[src/sha256_pkg.sv]
package sha256_pkg;

	// --------------------------------------------------
	// widths and counts
	// --------------------------------------------------
	localparam int WORD_W           = 32;
	localparam int ROUNDS_PER_CYCLE = 8;
	localparam int NUM_GROUPS       = 8;  // 64 rounds / 8 per cycle
	localparam int EXPAND_GROUPS    = 6;  // W16..W63
	localparam int BLOCK_BYTES      = 64;
	localparam int MAX_FINAL_BYTES  = 55; // leaves room for 0x80 and the length field
	localparam int LEN_W            = 7;
	localparam int MSG_LEN_W        = 61; // bytes, so bit length fits in 64

	localparam logic [7:0] PAD_BYTE = 8'h80;

	typedef logic [WORD_W-1:0] word_t;
	typedef logic [2:0] group_t;

	// word a sits in the top bits
	typedef struct packed {
		word_t a;
		word_t b;
		word_t c;
		word_t d;
		word_t e;
		word_t f;
		word_t g;
		word_t h;
	} state_t;

	// byte 0 and word 0 are the most significant
	typedef union packed {
		logic [0:BLOCK_BYTES-1][7:0] bytes;
		word_t [0:BLOCK_BYTES/4-1] words;
	} block_u;

	// --------------------------------------------------
	// constants
	// --------------------------------------------------
	localparam state_t IV = '{
		a: 32'h6a09e667,
		b: 32'hbb67ae85,
		c: 32'h3c6ef372,
		d: 32'ha54ff53a,
		e: 32'h510e527f,
		f: 32'h9b05688c,
		g: 32'h1f83d9ab,
		h: 32'h5be0cd19
	};

	// round constants, entry 0 first
	localparam word_t [0:63] K_TABLE = {
		32'h428a2f98, 32'h71374491, 32'hb5c0fbcf, 32'he9b5dba5,
		32'h3956c25b, 32'h59f111f1, 32'h923f82a4, 32'hab1c5ed5,
		32'hd807aa98, 32'h12835b01, 32'h243185be, 32'h550c7dc3,
		32'h72be5d74, 32'h80deb1fe, 32'h9bdc06a7, 32'hc19bf174,
		32'he49b69c1, 32'hefbe4786, 32'h0fc19dc6, 32'h240ca1cc,
		32'h2de92c6f, 32'h4a7484aa, 32'h5cb0a9dc, 32'h76f988da,
		32'h983e5152, 32'ha831c66d, 32'hb00327c8, 32'hbf597fc7,
		32'hc6e00bf3, 32'hd5a79147, 32'h06ca6351, 32'h14292967,
		32'h27b70a85, 32'h2e1b2138, 32'h4d2c6dfc, 32'h53380d13,
		32'h650a7354, 32'h766a0abb, 32'h81c2c92e, 32'h92722c85,
		32'ha2bfe8a1, 32'ha81a664b, 32'hc24b8b70, 32'hc76c51a3,
		32'hd192e819, 32'hd6990624, 32'hf40e3585, 32'h106aa070,
		32'h19a4c116, 32'h1e376c08, 32'h2748774c, 32'h34b0bcb5,
		32'h391c0cb3, 32'h4ed8aa4a, 32'h5b9cca4f, 32'h682e6ff3,
		32'h748f82ee, 32'h78a5636f, 32'h84c87814, 32'h8cc70208,
		32'h90befffa, 32'ha4506ceb, 32'hbef9a3f7, 32'hc67178f2
	};

endpackage

[src/sha256_round.sv]
`timescale 1ns/1ps

module sha256_round (
	input  sha256_pkg::state_t vars_i,
	input  sha256_pkg::word_t  w_i,
	input  sha256_pkg::word_t  k_i,
	output sha256_pkg::state_t vars_o
);
	import sha256_pkg::*;

	word_t t1;
	word_t t2;

	function automatic word_t big_sig0(input word_t x);
		return {x[1:0], x[31:2]} ^ {x[12:0], x[31:13]} ^ {x[21:0], x[31:22]};
	endfunction

	function automatic word_t big_sig1(input word_t x);
		return {x[5:0], x[31:6]} ^ {x[10:0], x[31:11]} ^ {x[24:0], x[31:25]};
	endfunction

	always_comb begin
		// ch(e,f,g) and maj(a,b,c) folded in
		t1 = vars_i.h + big_sig1(vars_i.e) + ((vars_i.e & vars_i.f) ^ (~vars_i.e & vars_i.g))
			+ k_i + w_i;
		t2 = big_sig0(vars_i.a) + ((vars_i.a & vars_i.b) ^ (vars_i.a & vars_i.c)
			^ (vars_i.b & vars_i.c));

		vars_o.a = t1 + t2;
		vars_o.b = vars_i.a;
		vars_o.c = vars_i.b;
		vars_o.d = vars_i.c;
		vars_o.e = vars_i.d + t1;
		vars_o.f = vars_i.e;
		vars_o.g = vars_i.f;
		vars_o.h = vars_i.g;
	end

endmodule
[config.mk]
export PLATFORM = sky130hd
export DESIGN_NAME = sha256_round
export DESIGN_NICKNAME = d
export VERILOG_FILES = /design/src/sha256_pkg.sv /design/src/sha256_round.sv
export SDC_FILE = /design/constraint.sdc
export NUM_CORES = 1
export LEC_CHECK = 0
export BUFFER_PORTS_ARGS = -buffer_cell sky130_fd_sc_hd__buf_2
export CAP_MARGIN = 0
export CORE_AREA = 2 2 227 229
export DETAILED_ROUTE_END_ITERATION = 8
export DIE_AREA = 0 0 229 231
export PLACE_DENSITY_LB_ADDON = 0.2
export SYNTH_ARGS = -nofsm -noshare
export SYNTH_HDL_FRONTEND = slang
export SYNTH_SLANG_ARGS = --single-unit
[constraint.sdc]
create_clock -name vclk -period 9.1
set_input_delay 0.91 -clock vclk [all_inputs]
set_output_delay 0.91 -clock vclk [all_outputs]
set_load 0.05 [all_outputs]
# Word-level counts from Yosys, hierarchy flattened
# Index checks and enable logic that the tools add are counted.
[totals] ff_bits=0 in_bits=320 output_inout_bits=256 word_cells=20
[op_classes] add_sub_neg=7 bitwise_logic=13
[ops] operator="$add A32 B32 Y32" n=7
[ops] operator="$xor A32 B32 Y32" n=7
[ops] operator="$and A32 B32 Y32" n=5
[ops] operator="$not A32 Y32" n=1

# Depth between registers and ports, before layout
[depth] word_depth=7 mapped_depth=30 depth_no_buf=29

# Least setup slack after synthesis
# Ideal clock, no wire load.
[synth_path] path_type="input to output" startpoint="input port vars_i[1] (netlist name)" endpoint="output port vars_o[255] (netlist name)" arrival_ps=7469 required_ps=8190 setup_slack_ps=721 cell_stages=28 n_path_buf=0 cell_sequence="inv_1 fa_1 fa_1 fa_1 inv_1 ha_1 fa_1 a211oi_1 nor2_1 o21ai_1 o21ai_1 nor2b_1 nand2_1 a41oi_1 xnor2_1 inv_1 fa_1 inv_1 ha_1 o21ai_0 o21bai_1 a221oi_1 nand2_1 a21oi_4 o211ai_2 and3_4 a311o_1 xnor2_1"
[synth_rtl] item="from (decl)" line_no="sha256_round.sv:4" text="input sha256_pkg::state_t vars_i,"
[synth_rtl] item="to (decl)" line_no="sha256_round.sv:7" text="output sha256_pkg::state_t vars_o"

==> flow_metrics.tcl <==
set metrics [dict create \
    status "completed" \
    regArea_um2 0 \
    wire_per_inst_um 19.2 \
    grt_first_pass_wirelength_mm 68.2 \
    worst_pin_slew_ns 0.569 \
    finalNetCount 2370 \
    die_height_um 231 \
    relSlewSlack_pct 61.8 \
    hp-class "input pin to output port" \
    fmax_mhz 118 \
    slew_viol_final 0 \
    drv_cap 0 \
    synth_area_leaders "fa_1 (22%), buf_4 (13%), xnor2_1 (11%)" \
    hold_viol 0 \
    endpoint_kind "output port" \
    nFillCells 5613 \
    rows 83 \
    io_pins 576 \
    globalRouteOverflowTotal 0 \
    critical_path.top_delay_family "adder cells" \
    critPathMaxStageDelay_ns 0.55 \
    drc 0 \
    rsz0062_at_grt "false" \
    hpwl_mm 44.8 \
    period_share_pct 93.4 \
    groute.usage.overall_pct 17.4 \
    crit_slowest_cell "fa_1" \
    cp_data_arrival_time_ns 7.59 \
    grt_pass1_vias 10900 \
    antenna_found_initial 12 \
    path_buf_inv 6 \
    port-buffer-count 576 \
    synthCells 1450 \
    cp_max_fo 5 \
    critPathKind "input pin to output port" \
    n_clock_buffer 0 \
    drtPass1Iterations 4 \
    ant_nets 0 \
    synth.distinct_cells 67 \
    yosys_warnings 0 \
    min_period_ns 8.50 \
    ys_seq_area_share_pct 0 \
    finalWeightedCongestion 0.881 \
    drive_gt1_share_pct 33.8 \
    required_ns 8.19 \
    yosysMostFrequentCell "inv_1" \
    grt_max_degree 8 \
    routed_wirelength_mm 48.3 \
    dieArea_um2 52900 \
    worstSetupStartpointType "input pin" \
    vias 10500 \
    syn2layout_area_growth_pct 21.2 \
    seq_cell_count 0 \
    synth_area_leader_cell "fa_1" \
    ys_top_cells_by_count "inv_1 (314), buf_4 (192), xnor2_1 (147)" \
    post_cts_buffers 0 \
    synth_area_per_cell_um2 7.83 \
    start_util_pct 22.4 \
    core_region_area_um2 50700 \
    synth_top_area_share_pct 22.1 \
    netlist_area_um2 11300 \
    drtIter0Drc 305 \
    die_x_um 229 \
    synth_fp_nets 1988 \
    crit_top_cell "fa_1" \
    viasPerCell 4.18 \
    setup_violations 0 \
    setup_tns_ns 0 \
]
==> repair_timing <==
action                                  in CTS  in global routing
hold buffers                                 0                  0
hold endpoints to repair                     0                  0
gates resized for setup                      0                  8
endpoints found under the setup margin       0                  3
==> area by class of cell <==
class / instances / area [um^2] / area share (%)
Timing Repair Buffer: 591 / 3000 / 21.8
Tap cell: 680 / 851 / 6.19
Antenna cell: 9 / 22.5 / 0.164
Inverter: 314 / 1180 / 8.57
Multi-Input combinational cell: 925 / 8700 / 63.3
==> logic make-up (layout without fill, tap and decap cells) <==
logic type	count (synthesis)	count (layout)	synth area share [%]
buf+inv	525	905	23.7
other cells	0	9	0
simple gates	153	153	6.62
compound gates	301	301	17.3
xor+xnor	217	217	16.7
fa+ha+maj	221	221	32.6
mux	33	33	3.03
==> cells in the final DEF, fill, tap and decap left out, types with 4 or more instances in the layout <==
cell type | synthesis | routed
nor2_1 | 49 | 49
ha_1 | 93 | 93
o22ai_1 | 4 | 4
or3_1 | 4 | 4
fa_1 | 125 | 125
nand2b_1 | 6 | 6
xor2_1 | 70 | 70
a31oi_1 | 8 | 7
buf_2 | 0 | 575
a211oi_1 | 11 | 11
nand2_1 | 34 | 34
o211ai_1 | 6 | 6
xnor2_1 | 147 | 145
o21ai_1 | 17 | 16
nor2b_1 | 8 | 8
a21oi_1 | 76 | 76
mux2_2 | 11 | 11
nand3_1 | 13 | 13
o21a_1 | 9 | 9
nand4_1 | 8 | 8
and2_1 | 6 | 6
o21bai_1 | 15 | 15
o21ai_0 | 56 | 56
a211o_1 | 4 | 4
buf_4 | 192 | 15
diode_2 | 0 | 9
and3_1 | 5 | 5
mux2i_1 | 22 | 22
a21o_1 | 59 | 59
nor3_1 | 7 | 7
inv_1 | 314 | 314
==> path summary, 6_finish.rpt <==
check / startpoint / endpoint / cells after the start
setup / recovery: vars_i[1] / vars_o[255] / 30
hold / removal: vars_i[47] / vars_o[15] / 2
==> routing by layer <==
layer | wire length (um) | GRT usage (%) | vias to the layer above
li1 | - | - | 5217
met1 | 19800 | 20.6 | 4868
met2 | 24800 | 32.9 | 380
met3 | 1960 | 1.47 | 54
met4 | 1700 | 5.91 | 2
met5 | 10 | 0 | -
==> per-stage QoR <==
step	setup slack, ns	utilization, %	instance area [um^2]	hold WS [ns]	std cells
after global placement	0.285	27.0	13700	2.12	2510
after detailed placement	0.255	27.0	13700	2.12	2510
after global routing	0.0311	27.1	13800	2.12	2519
final	0.603	27.1	13800	2.12	2519
after CTS	0.226	27.0	13700	2.12	2510
after floorplan	0.721	-	11300	1.99	1450
Power is not shown: default switching activity piles up to over one toggle a cycle in this logic, so the estimate is an artifact.
