===== src/sha256_pkg.sv =====
package sha256_pkg;

	// --------------------------------------------------
	// widths and counts
	// --------------------------------------------------
	localparam int WORD_W           = 32;
	localparam int ROUNDS_PER_CYCLE = 8;
	localparam int NUM_GROUPS       = 8;  // 64 rounds / 8 per cycle
	localparam int EXPAND_GROUPS    = 6;  // W16..W63
	localparam int BLOCK_BYTES      = 64;
	localparam int MAX_FINAL_BYTES  = 55; // leaves room for 0x80 and the length field
	localparam int LEN_W            = 7;
	localparam int MSG_LEN_W        = 61; // bytes, so bit length fits in 64

	localparam logic [7:0] PAD_BYTE = 8'h80;

	typedef logic [WORD_W-1:0] word_t;
	typedef logic [2:0] group_t;

	// word a sits in the top bits
	typedef struct packed {
		word_t a;
		word_t b;
		word_t c;
		word_t d;
		word_t e;
		word_t f;
		word_t g;
		word_t h;
	} state_t;

	// byte 0 and word 0 are the most significant
	typedef union packed {
		logic [0:BLOCK_BYTES-1][7:0] bytes;
		word_t [0:BLOCK_BYTES/4-1] words;
	} block_u;

	// --------------------------------------------------
	// constants
	// --------------------------------------------------
	localparam state_t IV = '{
		a: 32'h6a09e667,
		b: 32'hbb67ae85,
		c: 32'h3c6ef372,
		d: 32'ha54ff53a,
		e: 32'h510e527f,
		f: 32'h9b05688c,
		g: 32'h1f83d9ab,
		h: 32'h5be0cd19
	};

	// round constants, entry 0 first
	localparam word_t [0:63] K_TABLE = {
		32'h428a2f98, 32'h71374491, 32'hb5c0fbcf, 32'he9b5dba5,
		32'h3956c25b, 32'h59f111f1, 32'h923f82a4, 32'hab1c5ed5,
		32'hd807aa98, 32'h12835b01, 32'h243185be, 32'h550c7dc3,
		32'h72be5d74, 32'h80deb1fe, 32'h9bdc06a7, 32'hc19bf174,
		32'he49b69c1, 32'hefbe4786, 32'h0fc19dc6, 32'h240ca1cc,
		32'h2de92c6f, 32'h4a7484aa, 32'h5cb0a9dc, 32'h76f988da,
		32'h983e5152, 32'ha831c66d, 32'hb00327c8, 32'hbf597fc7,
		32'hc6e00bf3, 32'hd5a79147, 32'h06ca6351, 32'h14292967,
		32'h27b70a85, 32'h2e1b2138, 32'h4d2c6dfc, 32'h53380d13,
		32'h650a7354, 32'h766a0abb, 32'h81c2c92e, 32'h92722c85,
		32'ha2bfe8a1, 32'ha81a664b, 32'hc24b8b70, 32'hc76c51a3,
		32'hd192e819, 32'hd6990624, 32'hf40e3585, 32'h106aa070,
		32'h19a4c116, 32'h1e376c08, 32'h2748774c, 32'h34b0bcb5,
		32'h391c0cb3, 32'h4ed8aa4a, 32'h5b9cca4f, 32'h682e6ff3,
		32'h748f82ee, 32'h78a5636f, 32'h84c87814, 32'h8cc70208,
		32'h90befffa, 32'ha4506ceb, 32'hbef9a3f7, 32'hc67178f2
	};

endpackage


===== src/sha256_block_padder.sv =====
`timescale 1ns/1ps

module sha256_block_padder (
	input                                         clk,
	input                                         rst_n,
	input  logic                                  accept_i,
	input  logic                                  block_first_i,
	input  logic                                  block_final_i,
	input  logic [sha256_pkg::LEN_W-1:0]          len_i,
	input  sha256_pkg::block_u                    block_i,
	output sha256_pkg::block_u                    block_o
);
	import sha256_pkg::*;

	logic [MSG_LEN_W-1:0] msg_cnt;   // bytes before the current block
	logic [MSG_LEN_W-1:0] total_len; // including this block
	logic                 do_pad;

	assign total_len = block_first_i ? MSG_LEN_W'(len_i) : msg_cnt + MSG_LEN_W'(len_i);
	assign do_pad    = block_final_i && (len_i <= LEN_W'(MAX_FINAL_BYTES));

	always_ff @(posedge clk or negedge rst_n) begin
		if (!rst_n) begin
			msg_cnt <= '0;
		end else if (accept_i) begin
			if (block_first_i || block_final_i) begin
				msg_cnt <= total_len;
			end else begin
				msg_cnt <= msg_cnt + MSG_LEN_W'(BLOCK_BYTES);
			end
		end
	end

	// --------------------------------------------------
	// padding of a short final block
	// --------------------------------------------------
	always_comb begin
		block_o = block_i;
		if (do_pad) begin
			for (int i = 0; i < BLOCK_BYTES - 8; i++) begin
				if (i == int'(len_i)) begin
					block_o.bytes[i] = PAD_BYTE;
				end else if (i > int'(len_i)) begin
					block_o.bytes[i] = 8'h00;
				end
			end
			// message length in bits, big endian
			{block_o.words[14], block_o.words[15]} = {total_len, 3'b000};
		end
	end

endmodule


===== config.mk =====
export PLATFORM = sky130hd
export DESIGN_NAME = sha256_block_padder
export DESIGN_NICKNAME = d
export VERILOG_FILES = /design/src/sha256_pkg.sv /design/src/sha256_block_padder.sv
export SDC_FILE = /design/constraint.sdc
export NUM_CORES = 1
export LEC_CHECK = 0
export BUFFER_PORTS_ARGS = -buffer_cell sky130_fd_sc_hd__buf_4
export CAP_MARGIN = 20
export CORE_AREA = 2 2 398 400
export DETAILED_ROUTE_END_ITERATION = 16
export DIE_AREA = 0 0 400 402
export SETUP_SLACK_MARGIN = 0.15
export SYNTH_ARGS = -nofsm -noshare
export SYNTH_HDL_FRONTEND = slang
export SYNTH_SLANG_ARGS = --single-unit

===== constraint.sdc =====
create_clock -name clk -period 5.72 [get_ports clk]
set_input_delay 0.572 -clock clk [delete_from_list [all_inputs] [get_ports clk]]
set_output_delay 0.572 -clock clk [all_outputs]
set_load 0.05 [all_outputs]

### After elaboration in Yosys (flattened, before gate mapping)

Index checks and enable logic that the tools add are counted.

| operators by class | value |
|---|---|
| eq/ne operators | 55 |
| reductions and logical operators | 3 |
| muxes and demuxes | 114 |
| order comparisons | 56 |
| add/subtract/negate cells | 2 |

Operators by type and width:

| cell | number |
|---|---|
| two-way mux 8 bit | 111 |
| two-way mux 512 bit | 1 |
| equality test 7 bit, first input constant | 24 |
| > comparator 6 x 7 -> 1 bit, first input constant | 24 |
| two-way mux 61 bit | 2 |
| equality test 6 x 7 -> 1 bit, first input constant | 16 |
| > comparator 5 x 7 -> 1 bit, first input constant | 16 |
| adder 61 x 7 -> 61 bit | 1 |
| adder 61 x 7 -> 61 bit, second input constant | 1 |
| equality test 5 x 7 -> 1 bit, first input constant | 8 |
| > comparator 4 x 7 -> 1 bit, first input constant | 8 |
| equality test 4 x 7 -> 1 bit, first input constant | 4 |
| > comparator 3 x 7 -> 1 bit, first input constant | 4 |
| equality test 3 x 7 -> 1 bit, first input constant | 2 |
| > comparator 2 x 7 -> 1 bit, first input constant | 2 |
| equality test 2 x 7 -> 1 bit, first input constant | 1 |
| > comparator 1 x 7 -> 1 bit, first input constant | 1 |
| <= comparator 7 x 6 -> 1 bit, second input constant | 1 |
| zero test 7 bit | 1 |
| logical AND 1 bit | 1 |
| logical OR 1 bit | 1 |

| word-level totals | value |
|---|---|
| bits in registers | 61 |
| logic and storage cells | 231 |
| output and inout bits | 512 |

### Logic depth before layout (Yosys ltp)

Gate-level depths: netlist (run 1).

| logic depth | value |
|---|---|
| depth in word-level cells | 4 |
| mapped depth | 9 |
| gate-level depth less buffers | 8 |

### Least setup slack after synthesis (run 1)

OpenSTA, ideal clock, no wires.

| timing | value |
|---|---|
| path type | input -> output |
| start | input port len_i[0] (netlist bit) |
| end | output port block_o[37] (netlist bit) |
| path buffers | 0 |
| arrival time | 3.320 ns |
| stages | 8 |
| setup slack | 1.828 ns |
| cells stage by stage | ha_1 -> fa_1 -> a211oi_1 -> o211ai_2 -> nand3_1 -> nor3_1 -> xnor2_1 -> o31ai_1 |

RTL lines:

| what | RTL line | source |
|---|---|---|
| from (decl) | sha256_block_padder.sv:9 | `input logic [sha256_pkg::LEN_W-1:0] len_i,` |
| to (decl) | sha256_block_padder.sv:11 | `output sha256_pkg::block_u block_o` |

==> results of run 1 <==
metrics by stage:
stage          total power (µW)  hold WS (ns)   util  area (µm²)  std cells
2_1_floorplan              1910         0.276      -        9700       1459
3_3_place_gp               3270         0.481  0.127       20000       4509
3_5_place_dp               3270         0.486  0.127       20000       4509
4_1_cts                    3830         0.416  0.129       20300       4523
5_1_grt                    3920         0.429  0.129       20300       4532
6_report                   3760         0.360  0.130       20400       4558
metal layers:
layer	part of all wire	routed length, µm
met2	0.48	88400
met1	0.36	65100
met4	0.018	3320
met3	0.14	25600
met5	0.0022	411
synth_stat cells (all sizes together) (19+ instances only):
master / number / share of area
inv: 28 / 0.011
o21ai: 94 / 0.049
a21oi: 35 / 0.018
o31ai: 28 / 0.022
nand2: 175 / 0.068
dfrtp: 61 / 0.16
xor2: 19 / 0.017
a22o: 22 / 0.020
nand4: 42 / 0.029
nor2b: 58 / 0.037
and2: 352 / 0.23
clkbuf: 81 / 0.031
nor2: 96 / 0.037
nand3: 55 / 0.028
xnor2: 41 / 0.037
nor3: 37 / 0.020
cells by family (layout without fill, tap and decap cells):
| group | after synthesis | count (layout) | synth area share |
|---|---|---|---|
| compound gates | 294 | 294 | 0.203 |
| xor+xnor | 60 | 60 | 0.0542 |
| fa+ha+maj | 9 | 9 | 0.0124 |
| buf+inv | 125 | 1120 | 0.0514 |
| flops | 61 | 61 | 0.157 |
| mux | 12 | 12 | 0.0129 |
| other cells | 0 | 32 | 0 |
| simple gates | 898 | 898 | 0.509 |
power groups by stage:
stage | clock, µW | sequential, µW | combinational, µW
finish | 541 | 569 | 2650
global route | 575 | 578 | 2770
CTS | 564 | 568 | 2700
detailed placement | 0 | 576 | 2690
global placement | 0 | 576 | 2690
floorplan | 0 | 513 | 1400
worst max-delay path by stage:
stage | slack (ns) | endpoint
after floorplan | 1.83 | block_o[37]
after global placement | 1.25 | block_o[239]
after detailed placement | 1.21 | block_o[239]
after CTS | 1.19 | block_o[239]
after global routing | 1.18 | block_o[239]
final | 1.27 | block_o[239]
placed cells by master, fill, tap and decap left out, drive strengths merged, types with 9 or more instances in the layout:
| master | Yosys | layout |
|---|---|---|
| buf | 14 | 1075 |
| and2 | 352 | 352 |
| nand2 | 175 | 175 |
| nor2 | 96 | 96 |
| o21ai | 94 | 94 |
| dfrtp | 61 | 61 |
| nor2b | 58 | 58 |
| nand3 | 55 | 55 |
| nand4 | 42 | 42 |
| xnor2 | 41 | 41 |
| nor3 | 37 | 37 |
| a21oi | 35 | 35 |
| diode | 0 | 32 |
| inv | 28 | 29 |
| o31ai | 28 | 28 |
| a22o | 22 | 22 |
| xor2 | 19 | 19 |
| nor4 | 18 | 18 |
| o211ai | 17 | 17 |
| or4 | 15 | 15 |
| o21a | 13 | 13 |
| clkbuf | 81 | 13 |
| a31oi | 12 | 12 |
| o22ai | 11 | 11 |
| o2bb2ai | 11 | 11 |
| and3 | 10 | 10 |
| or2 | 9 | 9 |
layout make-up:
type / instances / area, µm² / share of cell area
sequential: 61 / 1530 / 0.0750
clock inverter: 2 / 10.0 / 0.000491
multi-input combinational: 1273 / 7700 / 0.378
clock buffer: 12 / 256 / 0.0126
timing repair buffer: 1076 / 8090 / 0.397
tap: 2072 / 2590 / 0.127
antenna: 32 / 80.1 / 0.00393
inverter: 30 / 113 / 0.00553
==> run summary, run 1 <==
R2r worst-path depth = 6
CP endpoint kind = primary output
Slowest CP cell = nor2b_1
CP Data Arrival Time = 3.88 ns
Netlist cell types = 68
Post-CTS Setup Bufs = 0
Worst stage delay on the critical path = 0.78 ns
RR Endpoint = msg_cnt[32]
Slew Limit Fails = 0
Worst EP required = 5.15 ns
Final Skew = 0.0139 ns
Initial antenna violation count = 131
Most flops, register = msg_cnt
Vias = 16200
Max FFs per register = 61
Final net count = 2984
Fmax = 225 MHz
R2R Setup Slk = 2.38 ns
Reg clk slew, reported paths = 0.06 ns
Grt total ovfl = 0
Placement Rows = 146
Critical-path cell list = buf_4 > nor2b_1 > and2_0 > o21ai_1 > o21bai_1 > o21a_1 > buf_4
Largest net degree at the start of global routing = 62
DR DRC count = 0
Rel. slew slack = 0.269
First-pass GRT wire length = 216000 µm
Most used DFF post-synth = dfrtp_1
Largest regs = msg_cnt: 61 flops
Levels on crit path = 7
Status = finished clean
P per Cell Area = 185 nW/µm²
Beginning of the critical path = block_final_i
Comb power frac = 0.705
Gpl congestion = 0.909
Area Growth Syn to Fin = 110%
Top delay family on crit path = simple AND/OR/NAND/NOR gates
IO buf count = 1035
CP Launch Type = input pin
Initial Utilization = 0.0617
Sequential share of the synthesized area = 0.157
# IOs = 1036
CP Buf/Inv Count = 2
Synth warn = 0
ANT nets after route = 0
Minimum clock period = 4.45 ns
Switching pwr = 2190 µW
Final hold vios = 0
CTS sink count = 61
Crit Path Class = input pin to primary output
Final TNS setup = 0 ns
Post-CTS sizing = 0
Worst R2R Start = msg_cnt[13]
# H-tree levels = 3
Reg power frac = 0.151
Fillcell total = 18300
CP most frequent cell = buf_4
CTS tree = built
Post-Syn Area = 9700 µm²
Final Setup Violations = 0
#FFs+latches synth = 61
Hpwl dp = 167000 µm
Clock Power Share = 0.144
GR Util All Layers = 0.217
Layout cells sized above 1 = 0.457
Met3 usage = 0.130
Post-CTS Hold Buffers = 0
Mean area per synthesized cell = 6.65 µm²
Number of flops mapped to enable cells by yosys = 0
Die Wd = 400 µm
Switching fraction of total power = 0.583
CP max FO = 20
Number of DRC markers in iteration 0 = 1315
Crit share post-route = 0.778
DIE AREA = 161000 µm²
Met1 Use GR = 0.227
Hold Path Class = input pin to async pin
Leakage = 0.00874 µW
Least-Margin Pin Slew = 1.09 ns
Number of global-route vias before repair = 15700
Peak VDD IR = 0.135 mV
Vias/cell = 3.55
Internal = 1570 µW
Grt met2 use = 0.375
Max cap viols = 0
Async SR Flop Fraction = 1.00
Final worst slack = 1.27 ns
Maximum buffer depth of the clock tree = 2
Clock Latency Late Sink = 0.37 ns
Place WS = 1.21 ns
CTS Buf Count = 9
RSZ-0062 raised after global routing = false
Root Buffer = clkbuf_16
Average routed wire per standard cell = 40.1 µm
Core box area = 157000 µm²
Die Y = 402 µm
Syn_nets = 1992
GRT Max-Usage Layer = met2
Mapped Cells = 1459
Final WL = 183000 µm
Router iterations before antenna repair = 5
No activity file was read; power rests on OpenSTA's default activity.
==> run 2, diff against run 1 <==
- ABC_AREA: unset -> 1
- CORE_AREA: 2 2 398 400 -> 2 2 406 408
- DIE_AREA: 0 0 400 402 -> 0 0 408 410
- clock period: 5.72 -> 4.3 ns (I/O delays scaled with it)
==> run summary, run 2 <==
Vias = 20400
Internal = 2180 µW
CP Buf/Inv Count = 1
Final Skew = 0.0199 ns
Initial antenna violation count = 55
Number of DRC markers in iteration 0 = 1668
Xor/xnor cell area share of the yosys netlist = 0.0105
Non-Filler Instances = 5664
Hpwl dp = 178000 µm
Clock Power Share = 0.151
Slew Limit Fails = 0
Hold Path Class = input pin to async pin
Number of global-route vias before repair = 19600
Worst stage delay on the critical path = 0.44 ns
Clock Latency Late Sink = 0.36 ns
Top cell type's share of synthesized area = 0.187
CTS Buf Count = 9
Final WL = 191000 µm
Switching pwr = 3230 µW
Mean area per synthesized cell = 4.82 µm²
CTS tree = built
Crit Path Class = flop to primary output
Area Growth Syn to Fin = 94.9%
RSZ-0062 raised after global routing = false
Top delay family on crit path = simple AND/OR/NAND/NOR gates
Critical-path cell list = ha_1 > fa_1 > nand3_1 > nand3_1 > nand2_1 > nand2_1 > nand2_1 > nor2_1 > nand3_1 > nand3_1 > o21ai_0 > buf_4
RR Endpoint = msg_cnt[27]
Vias/cell = 3.60
Peak VDD IR = 0.136 mV
Largest net degree at the start of global routing = 110
Max cap viols = 0
Async SR Flop Fraction = 1.00
Average routed wire per standard cell = 33.7 µm
Post-CTS Setup Bufs = 0
CP max FO = 7
Critical Path Sink = block_o[39]
Reg clk slew, reported paths = 0.06 ns
First-pass GRT wire length = 234000 µm
CP Launch Type = flop
DIE AREA = 167000 µm²
CTS sink count = 61
Levels on crit path = 12
R2R Setup Slk = 1.63 ns
Max FFs per register = 61
CP endpoint kind = primary output
Worst R2R Start = msg_cnt[6]
Fmax = 267 MHz
Grt total ovfl = 0
Root Buffer = clkbuf_16
Fillcell total = 19400
Layout cells sized above 1 = 0.340
Sequential share of the synthesized area = 0.131
Comb power frac = 0.706
P per Cell Area = 238 nW/µm²
Status = finished clean
Post-synthesis mux area share = 0.00580
Mapped Cells = 2416
Largest family of logic cells by synthesized area = simple AND/OR/NAND/NOR gates
Final Util = 0.139
Post-Syn Area = 11700 µm²
# IOs = 1036
Number of flops mapped to enable cells by yosys = 0
Core box area = 163000 µm²
Synth Area in Adders = 0.0103
Most frequent cell after synthesis = nor2_1
Final Setup Violations = 0
IO buf count = 1035
Post-CTS sizing = 0
Synth Area in Simple Gates = 0.488
Most frequent cells in the layout = buf_4 (1089), nand2_1 (580), nor2_1 (580), inv_1 (573), o21ai_0 (143)
DR DRC count = 0
Router iterations before antenna repair = 6
GR Util All Layers = 0.219
Post-CTS Hold Buffers = 0
Worst EP required = 3.87 ns
# H-tree levels = 3
ANT nets after route = 0
#FFs+latches synth = 61
Most used DFF post-synth = dfrtp_1
Initial Utilization = 0.0713
Rel. slew slack = 0.325
Placement Rows = 149
Commonest cells in the netlist = nor2_1 (581), nand2_1 (580), inv_1 (574), o21ai_0 (143), nand3_1 (132)
Most common cell after layout, fill and taps aside = buf_4
Total power = 5400 µW
Post-synthesis cell type with the largest combined area = nor2_1
CP most frequent cell = nand3_1
Gpl congestion = 0.994
Leakage = 0.0124 µW
Compound-Gate Fraction of Synth Area = 0.141
Netlist cell types = 50
Crit share post-route = 0.872
Final hold vios = 0
Switching fraction of total power = 0.598
Final TNS setup = 0 ns
Slowest CP cell = fa_1
Final net count = 3994
Most flops, register = msg_cnt
Beginning of the critical path = msg_cnt[0]
Die Y = 410 µm
Minimum clock period = 3.75 ns
R2r worst-path depth = 11
Least-Margin Pin Slew = 1.01 ns
Synth area leaders = nor2_1 (19%), nand2_1 (19%), inv_1 (18%), dfrtp_1 (13%), o21ai_0 (6.1%)
Reg power frac = 0.143
Syn_nets = 2949
Die Wd = 408 µm
Synth warn = 0
CP Data Arrival Time = 3.32 ns
Maximum buffer depth of the clock tree = 2
Largest regs = msg_cnt: 61 flops
DP Cell Count = 5639
[run 2: cell types whose count changed after synthesis, moves of 57 or more]
| cell | before | now |
|---|---|---|
| nor2_1 | 96 | 581 |
| and2_1 | 351 | 5 |
| nand3_1 | 55 | 132 |
| o21ai_0 | 86 | 143 |
| inv_1 | 28 | 574 |
| nor2b_1 | 58 | 0 |
| nand2_1 | 174 | 580 |
[run 2: routing by layer]
layer  wire [µm]  up-vias  global-route usage
li1            -     9323                   -
met5          68        -                   0
met3       19500      140              0.0851
met4        4360       10              0.0420
met2       90100     1062               0.371
met1       77000     9840               0.262
[run 2: worst min path at each step]
stage	end	cells past startpoint
final	msg_cnt[17]	1
after global routing	msg_cnt[17]	1
after CTS	msg_cnt[17]	1
after detailed placement	msg_cnt[0]	1
after global placement	msg_cnt[0]	1
after floorplan	msg_cnt[0]	0
[run 2: final cells by class]
class | instances | area [µm²] | share of cell area
antenna | 9 | 22.5 | 0.000992
clock inverter | 5 | 57.6 | 0.00253
inverter | 593 | 2230 | 0.0980
sequential | 61 | 1530 | 0.0672
timing repair buffer | 1091 | 8220 | 0.362
clock buffer | 11 | 253 | 0.0111
tap | 2189 | 2740 | 0.121
multi-input combinational | 1705 | 7670 | 0.338
[run 2: power by group through the flow]
stage                     clock network, µW  registers [µW]  logic [µW]
final                                   816             774        3810
after global placement                    0             780        3850
after global routing                    849             783        4000
after floorplan                           0             716        1950
after detailed placement                  0             781        3840
after CTS                               820             772        3850
[run 2: kinds of logic after synthesis]
kind of cell    count (synthesis)
flops                          61
simple gates                 1386
mux                             6
buf+inv                       650
compound gates                290
xor+xnor                       14
fa+ha+maj                       9
[run 2: worst reg2reg max path: stages (launching register included)]
cell and delay (ns):
dfrtp_1 0.47, ha_1 0.40, nand2_1 0.12, nor2_1 0.26
nand3_1 0.13, nand2_1 0.32, nand2_1 0.14, nand2_1 0.08
nand3_1 0.25, o21ai_0 0.27, nand2_1 0.07, o21ai_0 0.09
[run 2: metrics by stage]
| step | hold WS (ns) | setup slack (ns) | instance area [µm²] |
|---|---|---|---|
| 6_report | 0.240 | 0.550 | 22700 |
| 5_1_grt | 0.288 | 0.402 | 22700 |
| 4_1_cts | 0.273 | 0.545 | 22700 |
| 3_5_place_dp | 0.504 | 0.603 | 22400 |
| 3_3_place_gp | 0.502 | 0.510 | 22400 |
| 2_1_floorplan | 0.134 | 0.920 | 11700 |
