[src/sha256_pkg.sv]
package sha256_pkg;

	// --------------------------------------------------
	// widths and counts
	// --------------------------------------------------
	localparam int WORD_W           = 32;
	localparam int ROUNDS_PER_CYCLE = 8;
	localparam int NUM_GROUPS       = 8;  // 64 rounds / 8 per cycle
	localparam int EXPAND_GROUPS    = 6;  // W16..W63
	localparam int BLOCK_BYTES      = 64;
	localparam int MAX_FINAL_BYTES  = 55; // leaves room for 0x80 and the length field
	localparam int LEN_W            = 7;
	localparam int MSG_LEN_W        = 61; // bytes, so bit length fits in 64

	localparam logic [7:0] PAD_BYTE = 8'h80;

	typedef logic [WORD_W-1:0] word_t;
	typedef logic [2:0] group_t;

	// word a sits in the top bits
	typedef struct packed {
		word_t a;
		word_t b;
		word_t c;
		word_t d;
		word_t e;
		word_t f;
		word_t g;
		word_t h;
	} state_t;

	// byte 0 and word 0 are the most significant
	typedef union packed {
		logic [0:BLOCK_BYTES-1][7:0] bytes;
		word_t [0:BLOCK_BYTES/4-1] words;
	} block_u;

	// --------------------------------------------------
	// constants
	// --------------------------------------------------
	localparam state_t IV = '{
		a: 32'h6a09e667,
		b: 32'hbb67ae85,
		c: 32'h3c6ef372,
		d: 32'ha54ff53a,
		e: 32'h510e527f,
		f: 32'h9b05688c,
		g: 32'h1f83d9ab,
		h: 32'h5be0cd19
	};

	// round constants, entry 0 first
	localparam word_t [0:63] K_TABLE = {
		32'h428a2f98, 32'h71374491, 32'hb5c0fbcf, 32'he9b5dba5,
		32'h3956c25b, 32'h59f111f1, 32'h923f82a4, 32'hab1c5ed5,
		32'hd807aa98, 32'h12835b01, 32'h243185be, 32'h550c7dc3,
		32'h72be5d74, 32'h80deb1fe, 32'h9bdc06a7, 32'hc19bf174,
		32'he49b69c1, 32'hefbe4786, 32'h0fc19dc6, 32'h240ca1cc,
		32'h2de92c6f, 32'h4a7484aa, 32'h5cb0a9dc, 32'h76f988da,
		32'h983e5152, 32'ha831c66d, 32'hb00327c8, 32'hbf597fc7,
		32'hc6e00bf3, 32'hd5a79147, 32'h06ca6351, 32'h14292967,
		32'h27b70a85, 32'h2e1b2138, 32'h4d2c6dfc, 32'h53380d13,
		32'h650a7354, 32'h766a0abb, 32'h81c2c92e, 32'h92722c85,
		32'ha2bfe8a1, 32'ha81a664b, 32'hc24b8b70, 32'hc76c51a3,
		32'hd192e819, 32'hd6990624, 32'hf40e3585, 32'h106aa070,
		32'h19a4c116, 32'h1e376c08, 32'h2748774c, 32'h34b0bcb5,
		32'h391c0cb3, 32'h4ed8aa4a, 32'h5b9cca4f, 32'h682e6ff3,
		32'h748f82ee, 32'h78a5636f, 32'h84c87814, 32'h8cc70208,
		32'h90befffa, 32'ha4506ceb, 32'hbef9a3f7, 32'hc67178f2
	};

endpackage

[src/sha256_ctrl.sv]
`timescale 1ns/1ps

module sha256_ctrl (
	input                            clk,
	input                            rst_n,
	input  logic                     start_i,
	output logic                     compress_o,
	output logic                     accept_o,
	output logic                     finish_o,
	output sha256_pkg::group_t       group_o
);
	import sha256_pkg::*;

	typedef enum logic [1:0] {
		ST_IDLE,
		ST_COMPRESS,
		ST_FINISH
	} ctrl_state_e;

	ctrl_state_e state_q;
	group_t      group_q;
	logic        last_group;

	assign last_group = (group_q == group_t'(NUM_GROUPS - 1));

	// --------------------------------------------------
	// FSM and round-group counter
	// --------------------------------------------------
	always_ff @(posedge clk or negedge rst_n) begin
		if (!rst_n) begin
			state_q <= ST_IDLE;
			group_q <= '0;
		end else begin
			case (state_q)
				ST_IDLE: begin
					if (start_i) begin
						state_q <= ST_COMPRESS;
						group_q <= '0;
					end
				end
				ST_COMPRESS: begin
					group_q <= group_q + 1'b1; // wraps to 0 after the last group
					if (last_group) begin
						state_q <= ST_FINISH;
					end
				end
				ST_FINISH: begin
					state_q <= ST_IDLE;
				end
				default: begin
					state_q <= ST_IDLE;
				end
			endcase
		end
	end

	assign accept_o   = (state_q == ST_IDLE) && start_i; // busy strobes dropped
	assign compress_o = (state_q == ST_COMPRESS);
	assign finish_o   = (state_q == ST_FINISH);
	assign group_o    = group_q;

endmodule

[config.mk]
export PLATFORM = sky130hd
export DESIGN_NAME = sha256_ctrl
export DESIGN_NICKNAME = d
export VERILOG_FILES = /design/src/sha256_pkg.sv /design/src/sha256_ctrl.sv
export SDC_FILE = /design/constraint.sdc
export NUM_CORES = 1
export LEC_CHECK = 0
export ABC_AREA = 1
export BUFFER_PORTS_ARGS = -buffer_cell sky130_fd_sc_hd__buf_4
export CAP_MARGIN = 20
export CORE_AREA = 2 2 39 41
export CTS_BUF_LIST = sky130_fd_sc_hd__clkbuf_4 sky130_fd_sc_hd__clkbuf_8 sky130_fd_sc_hd__clkbuf_16
export DETAILED_ROUTE_END_ITERATION = 12
export DIE_AREA = 0 0 41 43
export PLACE_DENSITY_LB_ADDON = 0.25
export SYNTH_ARGS = -nofsm -noshare
export SYNTH_HDL_FRONTEND = slang
export SYNTH_SLANG_ARGS = --single-unit
[constraint.sdc]
create_clock -name clk -period 1.1 [get_ports clk]
set_clock_uncertainty 0.05 [all_clocks]
set_input_delay 0.22 -clock clk [delete_from_list [all_inputs] [get_ports clk]]
set_output_delay 0.22 -clock clk [all_outputs]
set_load 0.05 [all_outputs]
# Word-level counts from Yosys, hierarchy flattened

Index checks and enable logic that the tools add are counted.

Memory bits (writable): 0
Memories kept: 0
Logic and storage cells: 18
Output and inout port bits: 6
Bits in registers: 5
Bits in latches: 0
Input bits: 3
Memory bits (read-only): 0

Magnitude comparators: 0
Reduce and logical (&&, ||, !) cells: 5
Multipliers: 0
Equality and inequality tests: 5
Shifts and indexed selects: 0
Add/subtract/negate cells: 1
Muxes and demuxes: 5
Div/mod/pow operators: 0
Bitwise logic cells: 0

Operators by type and width:

| cell                                                  | count |
|---|---|
| one-hot mux 3 bit (2 select lines)                    | 1 |
| two-way mux 2 bit                                     | 2 |
| one-hot mux 2 bit (2 select lines)                    | 1 |
| AND reduction 2 bit                                   | 2 |
| adder 3 x 1 -> 3 bit, second input constant           | 1 |
| equality test 3 bit, second input constant            | 1 |
| two-way mux 3 bit                                     | 1 |
| equality test 2 x 1 -> 1 bit, second input constant   | 1 |
| equality test 2 bit, second input constant            | 1 |
| logical NOT 2 bit                                     | 1 |
| inequality test 2 x 1 -> 1 bit, second input constant | 1 |
| inequality test 2 bit, second input constant          | 1 |
| nonzero test 2 bit                                    | 1 |
| logical AND 1 bit                                     | 1 |

# Logic depth before layout (Yosys ltp)

Gate-level depths: netlist of the first run.

Depth in word-level cells: 3
Mapped depth: 5
Depth with buffers taken out: 5

# Least setup slack after synthesis of the first run

Ideal clock, no wire load.

Kind: reg2reg
Start point: register group_q[0] (netlist: group_o[0])
End point: register group_q[2] (netlist: group_o[2])
Arrival time: 1211 ps
Library setup time: 119 ps
Path buffers: 0
Setup slack: -281 ps
Data required time: 931 ps
Period minus slack after synthesis: 1381 ps
Stages on the path, launching flop included: 5
Cells stage by stage: dfrtp_1 ha_1 ha_1 nand2_1 nand2_1

Cells in the longest elaborated chain, start to end: 2

Ends and longest elaborated chain:

| item                               | line              | source |
|---|---|---|
| start, declared                    | sha256_ctrl.sv:21 | `group_t group_q;` |
| start signal, assigned             | sha256_ctrl.sv:42 | `group_q <= group_q + 1'b1;` |
| adder 3 x 1 -> 3 bit               | sha256_ctrl.sv:42 |  |
| one-hot mux 3 bit (2 select lines) | sha256_ctrl.sv:34 | `case (state_q)` |

No other way between the ends.
A chain may end at the register's enable or synchronous reset.

# Final worst setup path of the first run

Start point: register state_q[0]
End point: output port accept_o

Cells in the longest elaborated chain, start to end: 2

Ends and longest elaborated chain:

| item                   | line              | source |
|---|---|---|
| start, declared        | sha256_ctrl.sv:20 | `ctrl_state_e state_q;` |
| start signal, assigned | sha256_ctrl.sv:31 | `state_q <= ST_IDLE;` |
| start signal, assigned | sha256_ctrl.sv:37 | `state_q <= ST_COMPRESS;` |
| start signal, assigned | sha256_ctrl.sv:44 | `state_q <= ST_FINISH;` |
| logical NOT 2 bit      | sha256_ctrl.sv:57 | `assign accept_o = (state_q == ST_IDLE) && start_i;` |
| logical AND 1 bit      | sha256_ctrl.sv:57 |  |
| end, declared          | sha256_ctrl.sv:8  | `output logic accept_o,` |

No other way between the ends.

==> summary.txt, run 1 <==
Routing
  • Vias per inst: 3.68
  • Routed wire length: 524 um
  • Residual DRC: 0
  • Via count: 228
  • DR WL/cell: 8.45 um
  • DRT Pass-1 Iters: 2
  • Post-route ant nets: 0
  • DR iter-0 viols: 2

Global route
  • Initial antenna violation count: 0
  • Total gr overflow: 0
  • First-pass GRT wire length: 855 um
  • Gr usage total: 8.27%
  • Largest net degree at the start of global routing: 6
  • Vias in the first global route: 208

Clock tree
  • CTS Root Cell: clkbuf_4
  • Clock-pin slew on the worst setup and hold paths: 0.05 ns
  • Htree depth: 1
  • Clock Tree Buf Depth: 2
  • Total CTS buffers: 3
  • Worst-skew pair later-pin latency: 0.25 ns
  • CTS tree: yes
  • Clock sinks: 5

STA
  • Fin worst setup slack: -0.204 ns
  • Tmin final: 1.30 ns
  • Worst slew pin tran: 0.265 ns
  • Final hold slack: 0.256 ns
  • Pins over their slew limit: 0
  • Fin. Hold Viols: 0
  • RSZ-0062 raised after global routing: true
  • Slew HR: 82.2%
  • Setup Viol. Count Final: 6
  • Final Cycle Share: 119%
  • Max Clk Rate: 0.767 GHz

Pwr
  • Comb power frac: 60.4%
  • Max IR drop VDD: 1.90 mV
  • Switching part of the total: 45.4%
  • Power per cell area: 3430 nW/um2
  • Seq pwr share: 23.6%
  • Net switching power: 0.000697 W
  • Clock power frac: 15.9%
  • Leak pwr: 0.227 nW
  • Cell internal pwr: 0.000837 W

Die
  • Core area: 1380 um2
  • Die area: 1760 um2
  • Die width: 41 um
  • FP Rows: 14
  • DIE HEIGHT: 43 um
  • I/O pin count: 9
  • Initial core utilization: 16.7%

Finish
  • Area of the multi-input gates: 115 um2
  • Layout Nets: 52
  • Layout Cells excl Fill: 62
  • Fillers: 149
  • Diodes inserted: 0
  • Layout cell share with drive strength beyond 1: 54.3%
  • Register area: 129 um2
  • Area growth syn-to-layout: 93.0%

Yosys
  • Most common cell in the netlist: nand2_1
  • Ys flop type: dfrtp_1
  • Mapped Cells: 28
  • Post-synthesis sequential area ratio: 54.1%
  • Synth top area share: 54.1%
  • FF+latch count, synth: 5
  • Top post-synthesis cells by area: dfrtp_1 54%, nand2_1 18%, ha_1 11%, inv_1 6.5%, nor2_1 4.9%
  • Synth unique cells: 8
  • Post-synthesis cell area: 231 um2
  • Syn. warnings: 0
  • Commonest cells post-synth: 11 x nand2_1, 5 x dfrtp_1, 4 x inv_1
  • EDFF count, synth: 0
  • Ys async rst share: 100%
  • Synth area leader: dfrtp_1
  • Syn avg cell area: 8.27 um2
  • Net Count, Synth: 33

Setup path
  • CP max stage cell: dfrtp_1
  • CP max FO: 4
  • Worst setup SP type: register
  • Largest stage delay, worst path: 0.40 ns
  • Crit path cell chain: nor2_1, nand2_1, inv_1, buf_6
  • Arr. time, crit path: 1.03 ns
  • Worst Setup End Kind: primary output
  • CP required: 0.83 ns
  • Worst Setup Path Type: register to primary output

Flow run
  • Max_cap viols: 0

Run status
  • Violated checks: negative setup slack
  • Outcome: complete, but fails checks

Place
  • Gpl congestion: 0.589
  • IO Port Bufs: 8
  • Final HPWL DP: 390 um
  • Placed cells: 54

Min path
  • HP Class: primary input to async pin
[area by class of cell]
type	instances	share of cell area, %
inverters	5	4.20
multi-input cells	18	25.8
clock buffers	4	6.72
flip-flops and latches	5	28.9
well taps	16	4.48
repair buffers	14	30.0
[cells in the final DEF, fill, tap and decap left out]
cell,n
buf_4,7
buf_6,5
buf_8,1
clkbuf_4,4
dfrtp_1,2
dfrtp_2,3
dlygate4sd3_1,1
ha_4,2
inv_1,3
inv_2,2
nand2_1,11
nor2_1,2
nor2_2,1
o21ai_0,1
o21ai_1,1
[logic make-up after synthesis]
logic type	after synthesis	synth area share (%)
AO/OA/AOI/OAI	2	4.32
AND/OR/NAND/NOR	14	22.7
adder cells (fa/ha/maj)	2	10.8
buffers and inverters	5	8.10
flip-flops	5	54.1
[power groups by stage]
| stage | Combinational [W] | Sequential, W | Clock, W |
|---|---|---|---|
| 4_1_cts | 0.000910 | 0.000364 | 0.000256 |
| 3_3_place_gp | 0.000771 | 0.000372 | 0 |
| 3_5_place_dp | 0.000779 | 0.000370 | 0 |
| 2_1_floorplan | 0.000343 | 0.000542 | 0 |
| 6_report | 0.000927 | 0.000362 | 0.000244 |
| 5_1_grt | 0.00104 | 0.000376 | 0.000266 |
[sequential cells by signal, summed over array words and instances, names as in the netlist]
name	flops
group_o	3
state_q	2
[routing by layer]
layer / global-route usage [%] / wire [um] / vias to the layer above
met5: 0 / 0 / -
met2: 10.0 / 204 / 12
met4: 2.00 / 0 / 0
li1: - / - / 119
met1: 9.45 / 247 / 97
met3: 9.42 / 72 / 0
[critical path, delay by kind of cell, from the launching register on]
kind / cells / cell delay, ns
buffers and inverters: 2 / 0.21
DFF: 1 / 0.40
and+or+nand+nor: 2 / 0.17
[metrics by stage]
stage / area, um2 / worst slack (ns) / power, W / setup TNS [ns] / util, %
2_1_floorplan: 263 / -0.0795 / 0.000885 / -0.116 / -
4_1_cts: 439 / -0.220 / 0.00153 / -0.557 / 31.7
6_report: 447 / -0.204 / 0.00153 / -0.515 / 32.3
3_5_place_dp: 358 / 0.0245 / 0.00115 / 0 / 25.9
3_3_place_gp: 358 / 0.0227 / 0.00114 / 0 / 25.9
5_1_grt: 447 / -0.276 / 0.00168 / -0.974 / 32.3
[path summary, 6_finish.rpt]
kind	startpoint	end	slack, ns	depth (start not counted)
min reg2reg	group_o[1]	group_o[1]	0.50	2
max reg2reg	state_q[0]	group_o[2]	0	6
max in group asynchronous	rst_n	group_o[0]	0.62	2
min	rst_n	state_q[0]	0.26	2
max	state_q[0]	accept_o	-0.20	4
min in group clk	start_i	group_o[0]	0.26	4
[what timing repair did]
action,4_1_cts,5_1_grt
endpoints found under the setup margin,6,6
gates cloned,0,0
hold buffers,1,0
endpoints found under the hold margin,5,0
gates resized for setup,8,0
pin swaps,1,1
buffers inserted,2,1
Note: power is estimated with default switching activity, not from simulation.
==> inputs of run 2 (changes only) <==
--- a/config.mk
+++ b/config.mk
@@ -16,3 +16,4 @@
 export SYNTH_ARGS = -nofsm -noshare
 export SYNTH_HDL_FRONTEND = slang
 export SYNTH_SLANG_ARGS = --single-unit
+export TNS_END_PERCENT = 5
==> summary.txt, run 2 (synthesis results as in run 1) <==
Setup path
  • Critical R2R Capture: group_o[2]
  • CP bufs+invs: 2 (unchanged)
  • Crit path max-delay family: flip-flops
  • Worst setup startpoint: state_q[0]
  • Arr. time, crit path: 1.05 ns (+0.02 ns)
  • Worst r2r src: group_o[0]
  • Largest stage delay, worst path: 0.41 ns (about the same)
  • CP max FO: 4 (unchanged)
  • Worst Setup End Kind: primary output
  • CP max stage cell: dfrtp_1
  • Crit path cell chain: nor2_1, nand2_1, inv_1, buf_6
  • Worst setup SP type: register
  • R2R cell count: 4 (-2)
  • R2r setup slk: 0.03 ns (+0.03 ns)
  • Worst Setup Path Type: register to primary output
  • CP required: 0.83 ns (about the same)

Pwr
  • Pwr Total: 0.00148 W (-3.5%)
  • Max IR drop VDD: 1.79 mV (-5.3%)
  • Power per cell area: 3470 nW/um2 (+1.0%)
  • Leak pwr: 0.213 nW (-6.3%)

Clock tree
  • Total CTS buffers: 3 (unchanged)
  • Clock sinks: 5 (unchanged)
  • Post-CTS Setup Bufs: 0 (-2)
  • CTS tree: yes
  • Htree depth: 1 (unchanged)
  • Clock Tree Buf Depth: 2 (unchanged)
  • Worst-skew pair later-pin latency: 0.25 ns (about the same)
  • CTS Root Cell: clkbuf_4
  • Clock-pin slew on the worst setup and hold paths: 0.05 ns (about the same)

Die
  • DIE HEIGHT: 43 um (unchanged)
  • Core area: 1380 um2 (unchanged)
  • Die width: 41 um (unchanged)
  • Die area: 1760 um2 (unchanged)
  • FP Rows: 14 (unchanged)
  • I/O pin count: 9 (unchanged)
  • Initial core utilization: 16.7% (unchanged)

Global route
  • Gr usage total: 8.06% (-0.20 points)
  • First-pass GRT wire length: 828 um (-3.2%)
  • Total gr overflow: 0 (unchanged)
  • Initial antenna violation count: 0 (unchanged)
  • Vias in the first global route: 200 (-3.8%)
  • Largest net degree at the start of global routing: 6 (unchanged)

Finish
  • Area growth syn-to-layout: 84.3%
  • Final Cell Area: 427 um2 (-4.5%)
  • Commonest non-fill, non-tap cell in the layout: nand2_1
  • Diodes inserted: 0 (unchanged)
  • Fillers: 149 (unchanged)
  • Area of the multi-input gates: 118 um2 (+2.2%)
  • Layout cell share with drive strength beyond 1: 53.5% (-0.86 points)
  • Max reg flops: 3 (unchanged)
  • Register area: 129 um2 (unchanged)
  • Layout Nets: 49 (-5.8%)
  • Commonest non-fill, non-tap cells in the layout: 10 x nand2_1, 5 x buf_6, 4 x clkbuf_4, 4 x buf_4

Routing
  • DRT Pass-1 Iters: 2 (unchanged)
  • Residual DRC: 0 (unchanged)
  • Via count: 213 (-6.6%)
  • Vias per inst: 3.61 (-1.8%)
  • Post-route ant nets: 0 (unchanged)
  • Routed wire length: 507 um (-3.2%)
  • DR iter-0 viols: 2 (unchanged)
  • DR WL/cell: 8.59 um (+1.7%)

STA
  • Fin worst setup slack: -0.218 ns (-0.0139 ns)
  • RSZ-0062 raised after global routing: true
  • Final hold slack: 0.165 ns (-0.0909 ns)
  • Worst slew pin tran: 0.260 ns (-0.00502 ns)
  • Fin. Hold Viols: 0 (unchanged)
  • Final Cycle Share: 120% (+1.3 points)
  • Pins over their slew limit: 0 (unchanged)
  • Slew HR: 82.5% (+0.34 points)
  • Tmin final: 1.32 ns (+0.0139 ns)
  • Max Clk Rate: 0.759 GHz (-1.1%)
  • Setup Viol. Count Final: 6 (unchanged)

Run status
  • Outcome: complete, but fails checks
  • Violated checks: negative setup slack

Place
  • Placed cell area: 358 um2 (unchanged)
  • Final HPWL DP: 390 um (unchanged)
  • Gpl congestion: 0.589 (unchanged)
  • IO Port Bufs: 8 (unchanged)

Flow run
  • Max_cap viols: 0 (unchanged)

Min path
  • Worst Hold End: state_q[0]
  • Min-delay src: start_i
  • HP Class: primary input to register
  • Worst hold path stage count: 3
run 2: changes by cell type in the layout (fill, tap and decap cells not counted):
cell,previous run,this run
nand2_1,11,10
buf_4,7,4
nand2_2,0,1
run 2: metrics by stage:
stage	cells	setup WS (ns)	utilization (%)	TNS, ns
detailed placement	54	0.0245	25.9	0
finish	59	-0.218	30.8	-0.534
floorplan	28	-0.0795	-	-0.116
global placement	54	0.0227	25.9	0
global route	59	-0.296	30.8	-0.833
CTS	59	-0.223	30.7	-0.633
run 2: layout make-up:
type / instances / area share [%]
well taps: 16 / 4.69
clock buffers: 4 / 7.04
inverters: 5 / 4.40
repair buffers: 11 / 26.1
multi-input cells: 18 / 27.6
flip-flops and latches: 5 / 30.2
run 2: how the worst max path moves through the flow:
stage | end | slack (ns) | depth (start not counted)
final | accept_o | -0.22 | 4
after global routing | accept_o | -0.30 | 4
after CTS | accept_o | -0.22 | 4
after detailed placement | compress_o | 0.02 | 4
after global placement | compress_o | 0.02 | 4
after floorplan | group_o[2] | -0.08 | 4
run 2: what timing repair did:
| item | CTS | global route |
|---|---|---|
| endpoints found under the setup margin | 6 | 7 |
| hold buffers | 1 | 0 |
| endpoints found under the hold margin | 5 | 0 |
| resized for setup | 7 | 2 |
run 2: worst register-to-register path, stage by stage, from the launching register on:
cell     delay, ns
dfrtp_2       0.43
ha_4          0.17
ha_4          0.20
nand2_1       0.06
nand2_1       0.05
run 2: routing by layer:
metal / vias to the layer above / share of wire (%) / GRT usage, %
met4: 0 / 0 / 2.00
met1: 89 / 48 / 9.45
met2: 12 / 37 / 9.38
li1: 112 / - / -
met3: 0 / 14 / 9.42
met5: - / 0 / 0
run 2: report_power, final:
| part | total (W) | internal (W) | switching (W) |
|---|---|---|---|
| registers | 0.000379 | 0.000274 | 0.000105 |
| clock network | 0.000245 | 0.000162 | 0.0000826 |
| logic | 0.000856 | 0.000354 | 0.000502 |
==> inputs of run 3 (changes only) <==
--- a/config.mk
+++ b/config.mk
@@ -9,11 +9,10 @@
 export BUFFER_PORTS_ARGS = -buffer_cell sky130_fd_sc_hd__buf_4
 export CAP_MARGIN = 20
 export CORE_AREA = 2 2 39 41
-export CTS_BUF_LIST = sky130_fd_sc_hd__clkbuf_4 sky130_fd_sc_hd__clkbuf_8 sky130_fd_sc_hd__clkbuf_16
 export DETAILED_ROUTE_END_ITERATION = 12
 export DIE_AREA = 0 0 41 43
 export PLACE_DENSITY_LB_ADDON = 0.25
 export SYNTH_ARGS = -nofsm -noshare
 export SYNTH_HDL_FRONTEND = slang
 export SYNTH_SLANG_ARGS = --single-unit
-export TNS_END_PERCENT = 5
+export TNS_END_PERCENT = 30
==> summary.txt, run 3 (synthesis results as in run 1) <==
Run status
  • Outcome: complete, but fails checks
  • Violated checks: negative setup slack

Die
  • Core area: 1380 um2 (unchanged)
  • Die width: 41 um (unchanged)
  • Die area: 1760 um2 (unchanged)
  • DIE HEIGHT: 43 um (unchanged)
  • Initial core utilization: 16.7% (unchanged)
  • I/O pin count: 9 (unchanged)
  • FP Rows: 14 (unchanged)

Finish
  • Area of the multi-input gates: 118 um2 (unchanged)
  • Fillers: 147 (-1.3%)
  • Area growth syn-to-layout: 85.9%
  • Diodes inserted: 0 (unchanged)
  • Register area: 129 um2 (unchanged)
  • Max reg flops: 3 (unchanged)
  • Layout cell share with drive strength beyond 1: 52.3% (-1.2 points)
  • Layout Cells excl Fill: 60 (+1.7%)
  • Commonest non-fill, non-tap cell in the layout: nand2_1
  • Commonest non-fill, non-tap cells in the layout: 10 x nand2_1, 5 x buf_4, 5 x buf_6
  • Layout Nets: 50 (+2.0%)

Routing
  • DR WL/cell: 8.60 um (about the same)
  • Residual DRC: 0 (unchanged)
  • Post-route ant nets: 0 (unchanged)
  • Vias per inst: 3.65 (+1.1%)
  • DRT Pass-1 Iters: 2 (unchanged)
  • DR iter-0 viols: 2 (unchanged)
  • Via count: 219 (+2.8%)
  • Routed wire length: 516 um (+1.8%)

STA
  • Final hold slack: 0.254 ns (+0.0896 ns)
  • RSZ-0062 raised after global routing: true
  • Slew HR: 82.4% (-0.13 points)
  • Final Cycle Share: 120% (about the same)
  • Setup Viol. Count Final: 6 (unchanged)
  • Worst slew pin tran: 0.262 ns (+0.00198 ns)
  • Tmin final: 1.32 ns (+0.000596 ns)
  • Fin. Hold Viols: 0 (unchanged)
  • Max Clk Rate: 0.758 GHz (about the same)
  • Pins over their slew limit: 0 (unchanged)
  • Fin worst setup slack: -0.218 ns (-0.000596 ns)

Setup path
  • R2r setup slk: 0.03 ns (about the same)
  • Arr. time, crit path: 1.05 ns (about the same)
  • Crit path max-delay family: flip-flops
  • Critical R2R Capture: group_o[2]
  • Worst setup SP type: register
  • CP max stage cell: dfrtp_1
  • Largest stage delay, worst path: 0.41 ns (about the same)
  • Worst Setup Path Type: register to primary output
  • Worst r2r src: group_o[0]
  • R2R cell count: 4 (unchanged)
  • CP required: 0.83 ns (about the same)
  • CP bufs+invs: 2 (unchanged)
  • Worst Setup End Kind: primary output
  • Crit path cell chain: nor2_1, nand2_1, inv_1, buf_6
  • CP max FO: 4 (unchanged)

Clock tree
  • Clock-pin slew on the worst setup and hold paths: 0.05 ns (about the same)
  • CTS tree: yes
  • Total CTS buffers: 3 (unchanged)
  • Clock sinks: 5 (unchanged)
  • Htree depth: 1 (unchanged)
  • Worst-skew pair later-pin latency: 0.25 ns (about the same)
  • CTS Root Cell: clkbuf_4
  • Clock Tree Buf Depth: 2 (unchanged)

Min path
  • Worst Hold End: group_o[0]
  • Min-delay src: start_i
  • Worst hold path stage count: 4 (+1)
  • HP Class: primary input to register

Flow run
  • Max_cap viols: 0 (unchanged)

Global route
  • Total gr overflow: 0 (unchanged)
  • First-pass GRT wire length: 834 um (+0.72%)
  • Vias in the first global route: 204 (+2.0%)
  • Largest net degree at the start of global routing: 6 (unchanged)
  • Gr usage total: 8.06% (unchanged)
  • Initial antenna violation count: 0 (unchanged)

Place
  • Gpl congestion: 0.589 (unchanged)
  • Final HPWL DP: 390 um (unchanged)
  • Placed cells: 54 (unchanged)
  • IO Port Bufs: 8 (unchanged)

Pwr
  • Max IR drop VDD: 1.86 mV (+3.8%)
  • Leak pwr: 0.214 nW (+0.43%)
  • Power per cell area: 3410 nW/um2 (-1.7%)
-- run 3: worst max-delay path by stage --
stage,cells after the start,endpoint,from
after global routing,4,accept_o,state_q[0]
after detailed placement,4,compress_o,state_q[1]
after global placement,4,compress_o,state_q[1]
final,4,accept_o,state_q[0]
after CTS,4,accept_o,state_q[0]
after floorplan,4,group_o[2],group_o[0]
-- run 3: power by group --
part | total (W) | switching [W] | internal (W)
Sequential | 0.000379 | 0.000105 | 0.000274
Clock | 0.000220 | 0.0000826 | 0.000138
Combinational | 0.000869 | 0.000505 | 0.000364
-- run 3: metal layers --
layer	vias up	track usage, %	part of all wire, %	wire, um
met1	93	9.45	47	245
li1	114	-	-	-
met4	0	2.00	0	0
met5	-	0	0	0
met3	0	9.42	15	75
met2	12	9.38	38	195
-- run 3: worst min-delay path: stages --
cell     delay (ns)
buf_4          0.08
o21ai_1        0.10
nand2_1        0.07
nand2_1        0.04
-- run 3: repair_timing --
item / in CTS / in global routing
gates resized for setup: 7 / 2
setup buffers: 0 / 1
hold buffers: 1 / 0
setup endpoints to repair: 6 / 7
hold endpoints to repair: 5 / 0
-- run 3: layout make-up --
type | instances | area share, %
flip-flops and latches | 5 | 29.9
repair buffers | 12 | 27.6
multi-input cells | 18 | 27.3
clock buffers | 4 | 6.10
well taps | 16 | 4.65
inverters | 5 | 4.36
-- run 3: through the flow --
stage | power [W] | util [%] | setup WS, ns | setup TNS (ns) | cell area, um2
after floorplan | 0.000885 | - | -0.0795 | -0.116 | 263
after global placement | 0.00114 | 25.9 | 0.0227 | 0 | 358
after detailed placement | 0.00115 | 25.9 | 0.0245 | 0 | 358
after CTS | 0.00147 | 30.4 | -0.223 | -0.632 | 420
after global routing | 0.00161 | 31.1 | -0.286 | -0.823 | 430
final | 0.00147 | 31.1 | -0.218 | -0.534 | 430
